--- config.mk ---
export PLATFORM = sky130hd
export DESIGN_NAME = uart_trig_top
export DESIGN_NICKNAME = d
export VERILOG_FILES = /design/src/uart_trig_pkg.sv /design/src/uart_rx_ctrl_if.sv /design/src/uart_rx_fsm.sv /design/src/uart_rx_datapath.sv /design/src/uart_rx.sv /design/src/trig_cfg_regs.sv /design/src/uart_trig_top.sv
export SDC_FILE = /design/constraint.sdc
export NUM_CORES = 1
export LEC_CHECK = 0
export BUFFER_PORTS_ARGS = -buffer_cell sky130_fd_sc_hd__buf_4
export CORE_MARGIN = 2
export CORE_UTILIZATION = 56
export DETAILED_ROUTE_END_ITERATION = 8
export PLACE_DENSITY = 0.84
export SYNTH_ARGS = -nofsm -noshare
export SYNTH_HDL_FRONTEND = slang
export SYNTH_SLANG_ARGS = --single-unit
--- constraint.sdc ---
create_clock -name clk -period 3.9 [get_ports clk]
set_clock_uncertainty 0.2 [all_clocks]
set_input_delay 0.39 -clock clk [delete_from_list [all_inputs] [get_ports clk]]
set_output_delay 0.39 -clock clk [all_outputs]
set_load 0.02 [all_outputs]
--- src/uart_trig_pkg.sv ---
package uart_trig_pkg;

	////////////////////////////////////////////////////////////
	// receiver sizing
	////////////////////////////////////////////////////////////
	localparam int baud_w = 16;
	localparam logic [baud_w-1:0] baud_reset = 16'd868;	// 115200 baud at 100 MHz

	localparam int frame_bits = 10;	// start + 8 data + stop
	localparam int bit_cnt_w = 4;
	localparam logic [bit_cnt_w-1:0] frame_last = bit_cnt_w'(frame_bits - 1);

	localparam int data_w = 8;

	////////////////////////////////////////////////////////////
	// AXI4-Lite
	////////////////////////////////////////////////////////////
	localparam int axi_addr_w = 4;
	localparam int axi_data_w = 32;
	localparam int axi_strb_w = axi_data_w / 8;
	localparam logic [1:0] axi_resp_okay = 2'b00;

	// register map, byte offsets
	typedef enum logic [axi_addr_w-1:0] {
		reg_ctrl  = 4'h0,
		reg_baud  = 4'h4,
		reg_match = 4'h8,
		reg_data  = 4'hC
	} reg_addr_t;

	// field positions
	localparam int arm_bit       = 0;	// reg_ctrl
	localparam int mask_lsb      = 8;	// reg_match
	localparam int mask_msb      = 15;
	localparam int rdy_bit       = 8;	// reg_data
	localparam int trig_seen_bit = 9;
	localparam int frame_err_bit = 10;

	////////////////////////////////////////////////////////////
	// receive FSM
	////////////////////////////////////////////////////////////
	typedef enum logic [1:0] {
		rx_idle,
		rx_wait,
		rx_shift
	} rx_state_t;

endpackage

--- src/uart_rx_ctrl_if.sv ---
`timescale 1ns/1ps

interface uart_rx_ctrl_if;

	// fsm -> datapath
	logic start;	// clear bit and baud counters
	logic receiving;	// baud counter enable
	logic set_rdy;	// good stop bit, publish byte
	logic clr_busy;

	// datapath -> fsm
	logic busy;
	logic shift;
	logic [uart_trig_pkg::bit_cnt_w-1:0] bit_cnt;
	logic stop_bit;

	modport fsm (
		output start, receiving, set_rdy, clr_busy,
		input  busy, shift, bit_cnt, stop_bit
	);

	modport dp (
		input  start, receiving, set_rdy, clr_busy,
		output busy, shift, bit_cnt, stop_bit
	);

endinterface

--- src/uart_rx_fsm.sv ---
`timescale 1ns/1ps

module uart_rx_fsm (
	input  logic        clk,
	input  logic        rst_n,
	uart_rx_ctrl_if.fsm ctl
);

	uart_trig_pkg::rx_state_t state;
	uart_trig_pkg::rx_state_t nxt_state;
	logic last_bit;

	// tenth sample of the frame is being taken
	assign last_bit = ctl.shift && (ctl.bit_cnt == uart_trig_pkg::frame_last);

	////////////////////////////////////////////////////////////
	// state register
	////////////////////////////////////////////////////////////
	always_ff @(posedge clk or negedge rst_n) begin
		if (!rst_n) begin
			state <= uart_trig_pkg::rx_idle;
		end else begin
			state <= nxt_state;
		end
	end

	////////////////////////////////////////////////////////////
	// next state and outputs
	////////////////////////////////////////////////////////////
	always_comb begin
		nxt_state     = state;
		ctl.start     = 1'b0;
		ctl.receiving = 1'b0;
		ctl.set_rdy   = 1'b0;
		ctl.clr_busy  = 1'b0;

		case (state)
			uart_trig_pkg::rx_idle: begin
				if (ctl.busy) begin	// start edge seen
					ctl.start = 1'b1;
					nxt_state = uart_trig_pkg::rx_wait;
				end
			end

			uart_trig_pkg::rx_wait: begin
				ctl.receiving = 1'b1;
				if (last_bit) begin
					nxt_state = uart_trig_pkg::rx_shift;
				end
			end

			uart_trig_pkg::rx_shift: begin
				// one cycle to judge the stop bit
				ctl.clr_busy = 1'b1;
				ctl.set_rdy  = ctl.stop_bit;	// low stop bit drops the byte
				nxt_state    = uart_trig_pkg::rx_idle;
			end

			default: begin
				nxt_state = uart_trig_pkg::rx_idle;
			end
		endcase
	end

endmodule

--- src/uart_rx_datapath.sv ---
`timescale 1ns/1ps

module uart_rx_datapath (
	input  logic                               clk,
	input  logic                               rst_n,
	input  logic                               rx,
	input  logic [uart_trig_pkg::baud_w-1:0]   baud_div,
	input  logic                               clr_rdy,
	uart_rx_ctrl_if.dp                         ctl,
	output logic [uart_trig_pkg::data_w-1:0]   rx_data,
	output logic                               rdy,
	output logic                               frame_err
);

	logic rx_meta;
	logic rx_sync;
	logic rx_prev;
	logic rx_fall;

	logic [uart_trig_pkg::baud_w-1:0] baud_cnt;
	logic [uart_trig_pkg::baud_w-1:0] half_cnt;
	logic [uart_trig_pkg::baud_w-1:0] full_cnt;

	logic [uart_trig_pkg::frame_bits-1:0] shift_reg;

	////////////////////////////////////////////////////////////
	// line synchronizer and start detect
	////////////////////////////////////////////////////////////
	always_ff @(posedge clk or negedge rst_n) begin
		if (!rst_n) begin
			rx_meta <= 1'b1;	// line idles high
			rx_sync <= 1'b1;
			rx_prev <= 1'b1;
		end else begin
			rx_meta <= rx;
			rx_sync <= rx_meta;
			rx_prev <= rx_sync;
		end
	end

	assign rx_fall = rx_prev & ~rx_sync;

	always_ff @(posedge clk or negedge rst_n) begin
		if (!rst_n) begin
			ctl.busy <= 1'b0;
		end else if (rx_fall) begin	// an edge in the release cycle starts the next frame
			ctl.busy <= 1'b1;
		end else if (ctl.clr_busy) begin
			ctl.busy <= 1'b0;
		end
	end

	////////////////////////////////////////////////////////////
	// baud and bit counters
	////////////////////////////////////////////////////////////
	assign half_cnt = baud_div >> 1;
	assign full_cnt = baud_div - 1'b1;

	// first sample mid start bit, then one per bit period
	assign ctl.shift = ctl.receiving &&
		((ctl.bit_cnt == '0) ? (baud_cnt == half_cnt) : (baud_cnt == full_cnt));

	always_ff @(posedge clk or negedge rst_n) begin
		if (!rst_n) begin
			baud_cnt    <= '0;
			ctl.bit_cnt <= '0;
		end else begin
			if (ctl.start || ctl.shift)
				baud_cnt <= '0;
			else if (ctl.receiving)
				baud_cnt <= baud_cnt + 1'b1;

			if (ctl.start)
				ctl.bit_cnt <= '0;
			else if (ctl.shift)
				ctl.bit_cnt <= ctl.bit_cnt + 1'b1;
		end
	end

	////////////////////////////////////////////////////////////
	// shift register, output byte and flags
	////////////////////////////////////////////////////////////
	always_ff @(posedge clk) begin
		if (ctl.shift)
			shift_reg <= {rx_sync, shift_reg[uart_trig_pkg::frame_bits-1:1]};	// LSB first
	end

	assign ctl.stop_bit = shift_reg[uart_trig_pkg::frame_bits-1];

	always_ff @(posedge clk or negedge rst_n) begin
		if (!rst_n) begin
			rx_data   <= '0;
			rdy       <= 1'b0;
			frame_err <= 1'b0;
		end else begin
			if (ctl.set_rdy)
				rx_data <= shift_reg[uart_trig_pkg::data_w:1];	// drop start and stop

			if (ctl.set_rdy)
				rdy <= 1'b1;	// set wins over a read in the same cycle
			else if (clr_rdy)
				rdy <= 1'b0;

			frame_err <= ctl.clr_busy & ~ctl.set_rdy;	// single-cycle pulse
		end
	end

endmodule

--- src/uart_rx.sv ---
`timescale 1ns/1ps

module uart_rx (
	input  logic                             clk,
	input  logic                             rst_n,
	input  logic                             rx,
	input  logic [uart_trig_pkg::baud_w-1:0] baud_div,
	input  logic [uart_trig_pkg::data_w-1:0] match,
	input  logic [uart_trig_pkg::data_w-1:0] mask,
	input  logic                             armed,
	input  logic                             clr_rdy,
	output logic [uart_trig_pkg::data_w-1:0] rx_data,
	output logic                             rdy,
	output logic                             trig,
	output logic                             frame_err
);

	uart_rx_ctrl_if ctl ();

	logic byte_new;	// rx_data just reloaded
	logic hit;

	uart_rx_fsm u_fsm (
		.clk   (clk),
		.rst_n (rst_n),
		.ctl   (ctl.fsm)
	);

	uart_rx_datapath u_dp (
		.clk       (clk),
		.rst_n     (rst_n),
		.rx        (rx),
		.baud_div  (baud_div),
		.clr_rdy   (clr_rdy),
		.ctl       (ctl.dp),
		.rx_data   (rx_data),
		.rdy       (rdy),
		.frame_err (frame_err)
	);

	// mask bit set means don't care
	assign hit = ((rx_data ^ match) & ~mask) == '0;

	always_ff @(posedge clk or negedge rst_n) begin
		if (!rst_n) begin
			byte_new <= 1'b0;
			trig     <= 1'b0;
		end else begin
			byte_new <= ctl.set_rdy;	// fires for every frame, even if rdy was already high
			trig     <= byte_new & armed & hit;
		end
	end

endmodule

--- src/trig_cfg_regs.sv ---
`timescale 1ns/1ps

module trig_cfg_regs (
	input  logic                                 clk,
	input  logic                                 rst_n,
	// AXI4-Lite slave
	input  logic [uart_trig_pkg::axi_addr_w-1:0] awaddr,
	input  logic                                 awvalid,
	output logic                                 awready,
	input  logic [uart_trig_pkg::axi_data_w-1:0] wdata,
	input  logic [uart_trig_pkg::axi_strb_w-1:0] wstrb,
	input  logic                                 wvalid,
	output logic                                 wready,
	output logic [1:0]                           bresp,
	output logic                                 bvalid,
	input  logic                                 bready,
	input  logic [uart_trig_pkg::axi_addr_w-1:0] araddr,
	input  logic                                 arvalid,
	output logic                                 arready,
	output logic [uart_trig_pkg::axi_data_w-1:0] rdata,
	output logic [1:0]                           rresp,
	output logic                                 rvalid,
	input  logic                                 rready,
	// receiver side
	output logic [uart_trig_pkg::baud_w-1:0]     baud_div,
	output logic [uart_trig_pkg::data_w-1:0]     match,
	output logic [uart_trig_pkg::data_w-1:0]     mask,
	output logic                                 armed,
	output logic                                 clr_rdy,
	input  logic [uart_trig_pkg::data_w-1:0]     rx_data,
	input  logic                                 rdy,
	input  logic                                 trig,
	input  logic                                 frame_err
);

	uart_trig_pkg::reg_addr_t wr_addr;
	uart_trig_pkg::reg_addr_t rd_addr;

	logic wr_accept;
	logic rd_accept;
	logic clr_trig_seen;
	logic clr_frame_err;
	logic trig_seen;
	logic frame_err_seen;
	logic [uart_trig_pkg::axi_data_w-1:0] rd_word;

	assign wr_addr = uart_trig_pkg::reg_addr_t'(awaddr);
	assign rd_addr = uart_trig_pkg::reg_addr_t'(araddr);

	////////////////////////////////////////////////////////////
	// handshakes
	////////////////////////////////////////////////////////////
	assign wr_accept = awvalid & wvalid & ~bvalid;	// one outstanding response at a time
	assign rd_accept = arvalid & ~rvalid;
	assign awready   = wr_accept;
	assign wready    = wr_accept;
	assign arready   = rd_accept;
	assign bresp     = uart_trig_pkg::axi_resp_okay;
	assign rresp     = uart_trig_pkg::axi_resp_okay;

	assign clr_rdy = rd_accept && (rd_addr == uart_trig_pkg::reg_data);

	always_ff @(posedge clk or negedge rst_n) begin
		if (!rst_n) begin
			bvalid <= 1'b0;
			rvalid <= 1'b0;
		end else begin
			if (wr_accept)
				bvalid <= 1'b1;
			else if (bready)
				bvalid <= 1'b0;

			if (rd_accept)
				rvalid <= 1'b1;
			else if (rready)
				rvalid <= 1'b0;
		end
	end

	////////////////////////////////////////////////////////////
	// configuration and sticky status
	////////////////////////////////////////////////////////////
	// write-one-to-clear on reg_data
	assign clr_trig_seen = wr_accept && (wr_addr == uart_trig_pkg::reg_data) && wstrb[1] &&
		wdata[uart_trig_pkg::trig_seen_bit];
	assign clr_frame_err = wr_accept && (wr_addr == uart_trig_pkg::reg_data) && wstrb[1] &&
		wdata[uart_trig_pkg::frame_err_bit];

	always_ff @(posedge clk or negedge rst_n) begin
		if (!rst_n) begin
			armed          <= 1'b0;
			baud_div       <= uart_trig_pkg::baud_reset;
			match          <= '0;
			mask           <= '0;
			trig_seen      <= 1'b0;
			frame_err_seen <= 1'b0;
		end else begin
			if (wr_accept) begin
				case (wr_addr)
					uart_trig_pkg::reg_ctrl: begin
						if (wstrb[0]) armed <= wdata[uart_trig_pkg::arm_bit];
					end
					uart_trig_pkg::reg_baud: begin
						if (wstrb[0]) baud_div[7:0] <= wdata[7:0];
						if (wstrb[1]) baud_div[15:8] <= wdata[15:8];
					end
					uart_trig_pkg::reg_match: begin
						if (wstrb[0]) match <= wdata[uart_trig_pkg::data_w-1:0];
						if (wstrb[1]) mask <= wdata[uart_trig_pkg::mask_msb:uart_trig_pkg::mask_lsb];
					end
					default: ;	// unmapped
				endcase
			end

			if (trig)	// new event beats a clear
				trig_seen <= 1'b1;
			else if (clr_trig_seen)
				trig_seen <= 1'b0;

			if (frame_err)
				frame_err_seen <= 1'b1;
			else if (clr_frame_err)
				frame_err_seen <= 1'b0;
		end
	end

	////////////////////////////////////////////////////////////
	// read mux
	////////////////////////////////////////////////////////////
	always_comb begin
		rd_word = '0;
		case (rd_addr)
			uart_trig_pkg::reg_ctrl:  rd_word[uart_trig_pkg::arm_bit] = armed;
			uart_trig_pkg::reg_baud:  rd_word[uart_trig_pkg::baud_w-1:0] = baud_div;
			uart_trig_pkg::reg_match: begin
				rd_word[uart_trig_pkg::data_w-1:0] = match;
				rd_word[uart_trig_pkg::mask_msb:uart_trig_pkg::mask_lsb] = mask;
			end
			uart_trig_pkg::reg_data: begin
				rd_word[uart_trig_pkg::data_w-1:0]     = rx_data;
				rd_word[uart_trig_pkg::rdy_bit]        = rdy;	// value before the clear
				rd_word[uart_trig_pkg::trig_seen_bit]  = trig_seen;
				rd_word[uart_trig_pkg::frame_err_bit]  = frame_err_seen;
			end
			default: rd_word = '0;
		endcase
	end

	always_ff @(posedge clk) begin
		if (rd_accept)
			rdata <= rd_word;	// held while rvalid waits on rready
	end

endmodule

--- src/uart_trig_top.sv ---
`timescale 1ns/1ps

module uart_trig_top (
	input  logic                                 clk,
	input  logic                                 rst_n,
	input  logic                                 rx,
	// AXI4-Lite slave
	input  logic [uart_trig_pkg::axi_addr_w-1:0] awaddr,
	input  logic                                 awvalid,
	output logic                                 awready,
	input  logic [uart_trig_pkg::axi_data_w-1:0] wdata,
	input  logic [uart_trig_pkg::axi_strb_w-1:0] wstrb,
	input  logic                                 wvalid,
	output logic                                 wready,
	output logic [1:0]                           bresp,
	output logic                                 bvalid,
	input  logic                                 bready,
	input  logic [uart_trig_pkg::axi_addr_w-1:0] araddr,
	input  logic                                 arvalid,
	output logic                                 arready,
	output logic [uart_trig_pkg::axi_data_w-1:0] rdata,
	output logic [1:0]                           rresp,
	output logic                                 rvalid,
	input  logic                                 rready,
	// to capture logic
	output logic                                 trig
);

	logic [uart_trig_pkg::baud_w-1:0] baud_div;
	logic [uart_trig_pkg::data_w-1:0] match;
	logic [uart_trig_pkg::data_w-1:0] mask;
	logic                             armed;
	logic                             clr_rdy;
	logic [uart_trig_pkg::data_w-1:0] rx_data;
	logic                             rdy;
	logic                             frame_err;

	trig_cfg_regs u_regs (
		.clk      (clk),      .rst_n    (rst_n),
		.awaddr   (awaddr),   .awvalid  (awvalid),  .awready (awready),
		.wdata    (wdata),    .wstrb    (wstrb),    .wvalid  (wvalid),  .wready (wready),
		.bresp    (bresp),    .bvalid   (bvalid),   .bready  (bready),
		.araddr   (araddr),   .arvalid  (arvalid),  .arready (arready),
		.rdata    (rdata),    .rresp    (rresp),    .rvalid  (rvalid),  .rready (rready),
		.baud_div (baud_div), .match    (match),    .mask    (mask),
		.armed    (armed),    .clr_rdy  (clr_rdy),
		.rx_data  (rx_data),  .rdy      (rdy),      .trig    (trig),    .frame_err (frame_err)
	);

	uart_rx u_rx (
		.clk      (clk),      .rst_n    (rst_n),    .rx      (rx),
		.baud_div (baud_div), .match    (match),    .mask    (mask),
		.armed    (armed),    .clr_rdy  (clr_rdy),
		.rx_data  (rx_data),  .rdy      (rdy),      .trig    (trig),    .frame_err (frame_err)
	);

endmodule

==> qor_table.md, run 1 <==
| Stage | Metric | Reported |
| --- | --- | --- |
| run status | Outcome | completed |
| sta | Number of hold-slack violations in the final timing report | 0 |
| synth | Yosys warning count | 0 |
| synth | Post-synthesis instance area | 0.005414 mm2 |
| setup path | Crit Path Category | register to register |
| clock network | Total number of clock tree sinks | 100 |
| sta | Unrepaired setup endpoints after global routing | no |
| synth | Sequential-to-total area share from yosys stat | 48.72% |
| clock network | Clock slew at the register clock pins of the worst setup and hold paths | 0.10 ns |
| synth | Number of enable flip-flop cells after synthesis | 25 |
| clock network | Quantity of gates resized following cts | 0 |
| synth | Synth Flop Type | dfrtp_1 |
| place | Port Buf Inserts | 55 |
| sta | Max Freq | 0.2860 GHz |
| sta | Final setup violation count | 0 |
| cells and area | Number of inserted filler cells in the final layout | 712 |
| min path | Kind of path behind the tightest hold check | input port to register |
| setup path | Maximum fanout along the worst path | 6 |
| clock network | CTS tree | yes |
| place | Half-perimeter wire length of the detailed placement result | 8597 um |
| setup path | R2R depth | 10 |
| floorplan | DIE AREA | 0.01047 mm2 |
| sta | Worst slew slack as a fraction of its limit | 19.89% |
| cells and area | Fraction of layout cells with a size suffix above 1 | 24.82% |
| synth | Leading area contributor after synthesis | dfrtp_1 |
| setup path | Critical path launch point type | register |
| place | Gp weighted congestion | 0.8604 |
| power and ir drop | VDD IR-drop max | 0.0003098 V |
| synth | Share of the synthesized area in the top cell type | 30.97% |
| setup path | Arrival time of data at the critical path endpoint | 3.59 ns |
| setup path | Worst setup path start | u_regs.baud_div[1]$_DFFE_PN0P_ |
| setup path | Reg-to-reg critical path endpoint | u_rx.u_dp.ctl.bit_cnt[2]$_DFFE_PN0N_ |
| routing | Number of optimization iterations in the first detailed-route pass | 5 |
| floorplan | Initial cell density of the core | 58.04% |
| synth | Average cell area after synthesis | 10.57 um2 |
| cells and area | Final net count | 612 |
| grt | Largest net degree at the start of global routing | 76 |
| grt | Via count of the first global-routing pass | 3,871 |
| clock network | Root buffer cell | clkbuf_8 |
| synth | Ys async rst share | 75.00% |
| place | Pre-CTS setup slack | 0.4933 ns |
| synth | Most frequent cell after synthesis | dfrtp_1 |
| sta | Post-route clock period utilization | 89.64% |
| routing | Vias after detailed routing | 3,940 |
| routing | First-iteration detailed-routing DRC count | 305 |
| min path | End point of the most critical hold path | u_regs.match[4]$_DFFE_PN0P_ |
| sta | Final setup TNS | 0 ns |
| floorplan | Core Rows | 35 |
| routing | Wirelength, routed | 11,800 um |
| clock network | Max H-tree Level | 3 |
| grt | All-Layer GR Usage | 24.00% |
| cells and area | Antenna diode instance count | 0 |
| grt | Wire length of the first global-routing pass | 19,180 um |
| routing | Vias per inst | 5.718 |
| clock network | Max Root-Sink Buffers | 2 |
| clock network | Clock buffer count from CTS | 9 |
| floorplan | Core Area | 0.009328 mm2 |
| clock network | Insertion delay of the later-clocked pin in the worst-skew pair | 0.37 ns |
| place | Post-DP Area | 0.005803 mm2 |
| min path | HP Start | wdata[4] |
| sta | Clock period minus final worst setup slack | 3.496 ns |
| power and ir drop | Ratio of total power to cell area | 470.1 mW/mm2 |
| synth | Library cells used by synthesis | 62 |
| routing | Average wire per standard cell | 17.12 um |
| cells and area | Layout Cells excl Fill | 689 |
| routing | Remaining design rule violation count | 0 |
| sta | Final worst setup slack | 0.4039 ns |
| floorplan | Chip width | 102.3 um |
| floorplan | Vert. Die Dim | 102.3 um |
| routing | Count of antenna-violating nets left after detailed routing | 0 |
| cells and area | Post-route design area | 0.006027 mm2 |
| cells and area | Area delta synth->final | 11.32% |
| power and ir drop | Leakage | 2.661 nW |
| grt | Residual overflow from global routing | 0 |
| power and ir drop | Overall Power | 2.833 mW |
| setup path | Reg-to-reg critical path startpoint | u_regs.baud_div[1]$_DFFE_PN0P_ |
| grt | Antenna violations before repair | 0 |
| synth | Gate Count Post-Synth | 512 |
| setup path | Slack of the worst reg-to-reg path | 0.40 ns |
| setup path | Worst Path Required | 3.99 ns |
| min path | Worst Hold Depth | 2 |
| synth | Most frequent cells after synthesis | dfrtp_1, nor2_1, nand2_1 |
| synth | Count of state elements after synthesis | 100 |
| place | Cell count after placement | 669 |
| setup path | Worst setup EP type | register |
| synth | Synth top area cells | dfrtp_1, edfxtp_1, mux2_2 |
| floorplan | I/O pin count | 94 |
| sta | Worst-margin pin slew | 1.199 ns |
| job | Number of max-cap violations | 0 |
| sta | Final Max Slew Viols | 0 |
| clock network | Number of buffers inserted to repair setup after CTS | 0 |
| cells and area | Regs by FF count | u_regs.baud_div (16), u_regs.rdata (16), u_rx.u_dp.baud_cnt (16) |
[final cells by class]
type | instances | area [um2] | share of cell area (%)
Sequential cell | 100 | 2638 | 43.76
Multi-Input combinational cell | 368 | 2509 | 41.62
Timing Repair Buffer | 64 | 490.5 | 8.138
Tap cell | 129 | 161.4 | 2.678
Clock buffer | 10 | 127.6 | 2.117
Clock inverter | 6 | 56.30 | 0.9342
Inverter | 12 | 45.04 | 0.7474
[through the flow]
step | hold slack (ns) | util (%)
3_3_place_gp | 0.1485 | 62.21
6_report | 0.05204 | 64.61
3_5_place_dp | 0.1507 | 62.21
4_1_cts | 0.04404 | 64.61
2_1_floorplan | -0.1056 | -
5_1_grt | 0.04233 | 64.61
[placed cells by master, fill, tap and decap left out, drive strengths merged, types with 3 or more instances in the layout]
| cell type | Yosys | layout |
|---|---|---|
| dfrtp | 67 | 67 |
| buf | 29 | 60 |
| nor2 | 53 | 53 |
| nand2 | 51 | 51 |
| mux2 | 44 | 44 |
| xnor2 | 29 | 29 |
| edfxtp | 25 | 25 |
| conb | 1 | 20 |
| xor2 | 19 | 19 |
| a22oi | 15 | 15 |
| nand3 | 15 | 15 |
| inv | 11 | 13 |
| nor3 | 10 | 10 |
| o21ai | 10 | 10 |
| clkbuf | 22 | 10 |
| nand4 | 8 | 8 |
| dfstp | 8 | 8 |
| mux2i | 7 | 7 |
| a21oi | 7 | 7 |
| nor4 | 7 | 7 |
| or3 | 6 | 6 |
| nor2b | 5 | 5 |
| or4 | 5 | 5 |
| ha | 5 | 5 |
| o31ai | 5 | 5 |
| nor3b | 4 | 4 |
| a21o | 4 | 4 |
| dlygate4sd3 | 0 | 4 |
| clkinv | 1 | 4 |
| or2 | 3 | 3 |
| o22ai | 3 | 3 |
| nand2b | 3 | 3 |
| and3 | 3 | 3 |
| o2111ai | 3 | 3 |
[logic make-up (layout without fill, tap and decap cells)]
family	after synthesis	in the layout	synth area share (%)
buf+inv	63	92	6.263
compound gates	60	60	8.297
flops	100	100	48.72
mux	52	52	10.86
simple gates	183	183	16.87
xor+xnor	48	48	7.765
fa+ha+maj	5	5	1.156
other cells	1	20	0.06927
[layer usage]
layer  vias up  GRT usage (%)  part of all wire [%]
met2       179          38.51                    47
met1      1879          32.97                    43
met3        37          4.309                   6.9
met5         -              0                     0
li1       1845              -                     -
met4         0          8.923                   2.5
[critical path, stage by stage, from the launching register on]
cell and delay [ns]:
dfrtp_1 0.45, inv_1 0.12, ha_1 0.23, or4b_4 0.55
nor4_1 0.39, mux2_1 0.21, nand4b_1 0.13, a21oi_2 0.29
o2111ai_2 0.22, or4_1 0.46, a21oi_1 0.15
[report_power, final]
| part | leakage [nW] | switching [mW] | internal [mW] |
|---|---|---|---|
| Sequential | 1.22 | 0.123 | 1.19 |
| Clock | 0.0905 | 0.378 | 0.245 |
| Combinational | 1.35 | 0.517 | 0.384 |
| Total | 2.66 | 1.02 | 1.82 |
[worst max path at each step]
| stage | endpoint | cells past startpoint | slack, ns |
|---|---|---|---|
| finish | u_rx.u_dp.ctl.bit_cnt[2]$_DFFE_PN0N_ | 10 | 0.40 |
| detailed placement | u_rx.u_dp.ctl.bit_cnt[2]$_DFFE_PN0N_ | 10 | 0.49 |
| global route | u_rx.u_fsm.state[0]$_DFFE_PN0P_ | 10 | 0.20 |
| global placement | u_rx.u_dp.shift_reg[1]$_DFFE_PP_ | 10 | 0.58 |
| floorplan | u_rx.u_dp.shift_reg[1]$_DFFE_PP_ | 10 | 0.33 |
| CTS | u_rx.u_dp.shift_reg[5]$_DFFE_PP_ | 10 | 0.44 |
[timing repair]
item | in CTS | in global routing
hold endpoints to repair | 51 | 0
hold buffers | 4 | 0
setup endpoints to repair | 0 | 0
Note: power is estimated with default switching activity, not from simulation.
==> inputs of run 2 (changes only) <==
--- a/config.mk
+++ b/config.mk
@@ -5,11 +5,12 @@
 export SDC_FILE = /design/constraint.sdc
 export NUM_CORES = 1
 export LEC_CHECK = 0
+export ABC_AREA = 1
 export BUFFER_PORTS_ARGS = -buffer_cell sky130_fd_sc_hd__buf_4
 export CORE_MARGIN = 2
-export CORE_UTILIZATION = 56
+export CORE_UTILIZATION = 57
 export DETAILED_ROUTE_END_ITERATION = 8
-export PLACE_DENSITY = 0.84
+export PLACE_DENSITY = 0.85
 export SYNTH_ARGS = -nofsm -noshare
 export SYNTH_HDL_FRONTEND = slang
 export SYNTH_SLANG_ARGS = --single-unit
==> qor_table.md, run 2 <==
| Stage | Metric | Reported |
| --- | --- | --- |
| sta | Worst-margin pin slew | 0.9460 ns |
| sta | Hold Worst Slack | 0.05153 ns |
| setup path | Critical path launch point type | register |
| cells and area | Layout Cells excl Fill | 891 |
| floorplan | I/O pin count | 94 |
| grt | Global routing usage on met2 | 43.98% |
| synth | Sequential-to-total area share from yosys stat | 47.91% |
| place | Pre-CTS setup slack | 0.7713 ns |
| clock network | Max Root-Sink Buffers | 2 |
| synth | Share of the synthesized area in the top cell type | 30.45% |
| floorplan | Core Area | 0.009284 mm2 |
| clock network | CTS tree | yes |
| routing | Wirelength, routed | 12,700 um |
| grt | Residual overflow from global routing | 0 |
| grt | Via count of the first global-routing pass | 4,736 |
| sta | Post-route clock period utilization | 81.93% |
| setup path | Number of gates on the worst path with buffers counted | 12 |
| routing | First-iteration detailed-routing DRC count | 344 |
| sta | Final setup TNS | 0 ns |
| setup path | Crit Path Category | register to register |
| setup path | Worst Path Required | 3.72 ns |
| setup path | Highest cell delay on the worst timing path | 0.61 ns |
| sta | Final Max Slew Viols | 0 |
| power and ir drop | Leakage | 2.986 nW |
| setup path | Slack of the worst reg-to-reg path | 0.70 ns |
| floorplan | Core Rows | 35 |
| grt | Most Crowded Layer GR | met2 |
| synth | Leading area contributor after synthesis | dfrtp_1 |
| grt | Largest net degree at the start of global routing | 76 |
| floorplan | Initial cell density of the core | 59.30% |
| min path | Kind of path behind the tightest hold check | input port to register |
| cells and area | Sequential standard cell area | 0.002638 mm2 |
| grt | Wire length of the first global-routing pass | 21,700 um |
| grt | GR Util met3 | 4.788% |
| cells and area | Area delta synth->final | 12.50% |
| power and ir drop | Ratio of total power to cell area | 486.9 mW/mm2 |
| setup path | Reg-to-reg critical path endpoint | u_rx.u_dp.shift_reg[2]$_DFFE_PP_ |
| synth | Most frequent cells after synthesis | nand2_1, inv_1, dfrtp_1 |
| setup path | Worst setup EP type | register |
| setup path | R2R depth | 12 |
| cells and area | Final core utilization | 66.71% |
| power and ir drop | Overall Power | 3.016 mW |
| cells and area | Regs by FF count | u_regs.baud_div (16), u_regs.rdata (16), u_rx.u_dp.baud_cnt (16) |
| setup path | Termination of the worst setup path | u_rx.u_dp.shift_reg[2]$_DFFE_PP_ |
| cells and area | Final net count | 814 |
| cells and area | Antenna diode instance count | 0 |
| sta | Clock period minus final worst setup slack | 3.195 ns |
| grt | All-Layer GR Usage | 26.57% |
| synth | Number of enable flip-flop cells after synthesis | 25 |
| clock network | Total number of clock tree sinks | 100 |
| grt | Antenna violations before repair | 0 |
| power and ir drop | VDD IR-drop max | 0.0003712 V |
| setup path | Standard cell with the maximum stage delay on the critical path | nor2_1 |
| synth | Gate Count Post-Synth | 697 |
| run status | Outcome | completed |
| job | Number of max-cap violations | 0 |
| synth | Ys async rst share | 75.00% |
| routing | Number of optimization iterations in the first detailed-route pass | 5 |
| setup path | Maximum fanout along the worst path | 9 |
| cells and area | Multi-input logic area | 0.002392 mm2 |
| place | Half-perimeter wire length of the detailed placement result | 9555 um |
| floorplan | Vert. Die Dim | 102.3 um |
| routing | Remaining design rule violation count | 0 |
| sta | Number of hold-slack violations in the final timing report | 0 |
| cells and area | Commonest non-fill, non-tap cell in the layout | nand2_1 |
| synth | Count of state elements after synthesis | 100 |
| synth | Synth top area cells | dfrtp_1, nand2_1, edfxtp_1 |
| sta | Unrepaired setup endpoints after global routing | no |
| floorplan | Chip width | 102.3 um |
| setup path | Worst setup path start | u_regs.baud_div[0]$_DFFE_PN0P_ |
| setup path | Reg-to-reg critical path startpoint | u_regs.baud_div[0]$_DFFE_PN0P_ |
| setup path | Count of buffering cells on the critical path with inverters included | 1 |
| place | Port Buf Inserts | 55 |
| sta | Worst slew slack as a fraction of its limit | 36.93% |
| place | Gp weighted congestion | 1.003 |
| cells and area | Number of inserted filler cells in the final layout | 754 |
| routing | Average wire per standard cell | 14.25 um |
| routing | Vias after detailed routing | 4,822 |
| synth | Yosys warning count | 0 |
| place | Cell count after placement | 871 |
| clock network | Insertion delay of the later-clocked pin in the worst-skew pair | 0.38 ns |
| sta | Final worst setup slack | 0.7048 ns |
| routing | Vias per inst | 5.412 |
| setup path | Arrival time of data at the critical path endpoint | 3.02 ns |
| clock network | Max H-tree Level | 3 |
| clock network | Root buffer cell | clkbuf_8 |
| clock network | Clock buffer count from CTS | 9 |
| synth | Synth Flop Type | dfrtp_1 |
| cells and area | Post-route design area | 0.006193 mm2 |
| routing | Count of antenna-violating nets left after detailed routing | 0 |
| cells and area | Fraction of layout cells with a size suffix above 1 | 14.83% |
| synth | Average cell area after synthesis | 7.899 um2 |
| setup path | Worst path top cell family by delay | simple AND/OR/NAND/NOR gates |
| synth | Most frequent cell after synthesis | nand2_1 |
| sta | Max Freq | 0.3130 GHz |
| grt | Global-route track usage on met1 | 35.95% |
| synth | Library cells used by synthesis | 40 |
| clock network | Clock slew at the register clock pins of the worst setup and hold paths | 0.11 ns |
| setup path | Cell breakdown of the critical path | inv_1, ha_1, nand2_2, nor2_2, nand2_1, nand2_1, nand3_1, nand3_1, nand2_1, nor2_1, nand3_1, nor2_1 |
| cells and area | Most used cells in the layout excluding fill and tap cells | nand2_1, inv_1, dfrtp_1, buf_4, nand3_1 |
| sta | Final setup violation count | 0 |
| place | Post-DP Area | 0.005949 mm2 |
| synth | Post-synthesis instance area | 0.005505 mm2 |
| floorplan | DIE AREA | 0.01046 mm2 |
[run 2: cell types whose count changed after synthesis, sizes merged, moves of 8 or more]
cell / previous run / this run
a22oi: 15 / 0
clkbuf: 22 / 7
inv: 11 / 83
mux2: 44 / 0
nand2: 51 / 226
nand3: 15 / 58
nor2: 53 / 71
o211ai: 2 / 10
o21ai: 10 / 48
xnor2: 29 / 4
[run 2: worst min-delay path, cell delays in order]
cell and delay [ns]:
buf_4 0.11, inv_1 0.05, o21ai_0 0.08
[run 2: cell families after synthesis]
logic type	Yosys count	synth area share [%]
flip-flops	100	47.91
AO/OA/AOI/OAI	67	6.841
multiplexers	1	0.1818
adder cells (fa/ha/maj)	5	1.136
XOR/XNOR	20	3.182
other	1	0.06812
AND/OR/NAND/NOR	386	30.75
buffers and inverters	117	9.932
[run 2: final cells by class]
type | instances | share of cell area (%)
sequential | 100 | 42.59
clock inverter | 7 | 1.293
inverter | 84 | 5.091
multi-input combinational | 499 | 38.63
timing repair buffer | 63 | 7.798
tap | 129 | 2.606
clock buffer | 9 | 2.000
[run 2: worst min path at each step]
stage,startpoint,to,slack (ns),depth (start not counted)
after global placement,u_rx.u_dp.rx_meta$_DFF_PN1_,u_rx.u_dp.rx_sync$_DFF_PN1_,0.15,0
after floorplan,rst_n,u_regs.armed$_DFFE_PN0P_,-0.11,0
after detailed placement,u_rx.u_dp.rx_meta$_DFF_PN1_,u_rx.u_dp.rx_sync$_DFF_PN1_,0.16,0
after CTS,wdata[6],u_regs.baud_div[6]$_DFFE_PN1P_,0.04,3
final,wdata[6],u_regs.baud_div[6]$_DFFE_PN1P_,0.05,3
after global routing,wdata[6],u_regs.baud_div[6]$_DFFE_PN1P_,0.05,3
[run 2: layer usage]
metal,vias up,part of all wire [%]
met5,-,0
met4,0,2.1
met3,26,7.0
met2,206,47
met1,2276,44
li1,2314,-
[run 2: where the power goes]
group	total [mW]	leakage, nW	switching, mW	internal (mW)
clock network	0.664	0.0990	0.410	0.253
registers	1.28	1.21	0.100	1.18
logic	1.07	1.68	0.709	0.360
total	3.02	2.99	1.22	1.80
[run 2: repair_timing]
| item | 4_1_cts | 5_1_grt |
|---|---|---|
| resized for setup | 0 | 0 |
| buffers inserted | 0 | 0 |
| hold buffers | 4 | 0 |
| hold endpoints to repair | 61 | 0 |
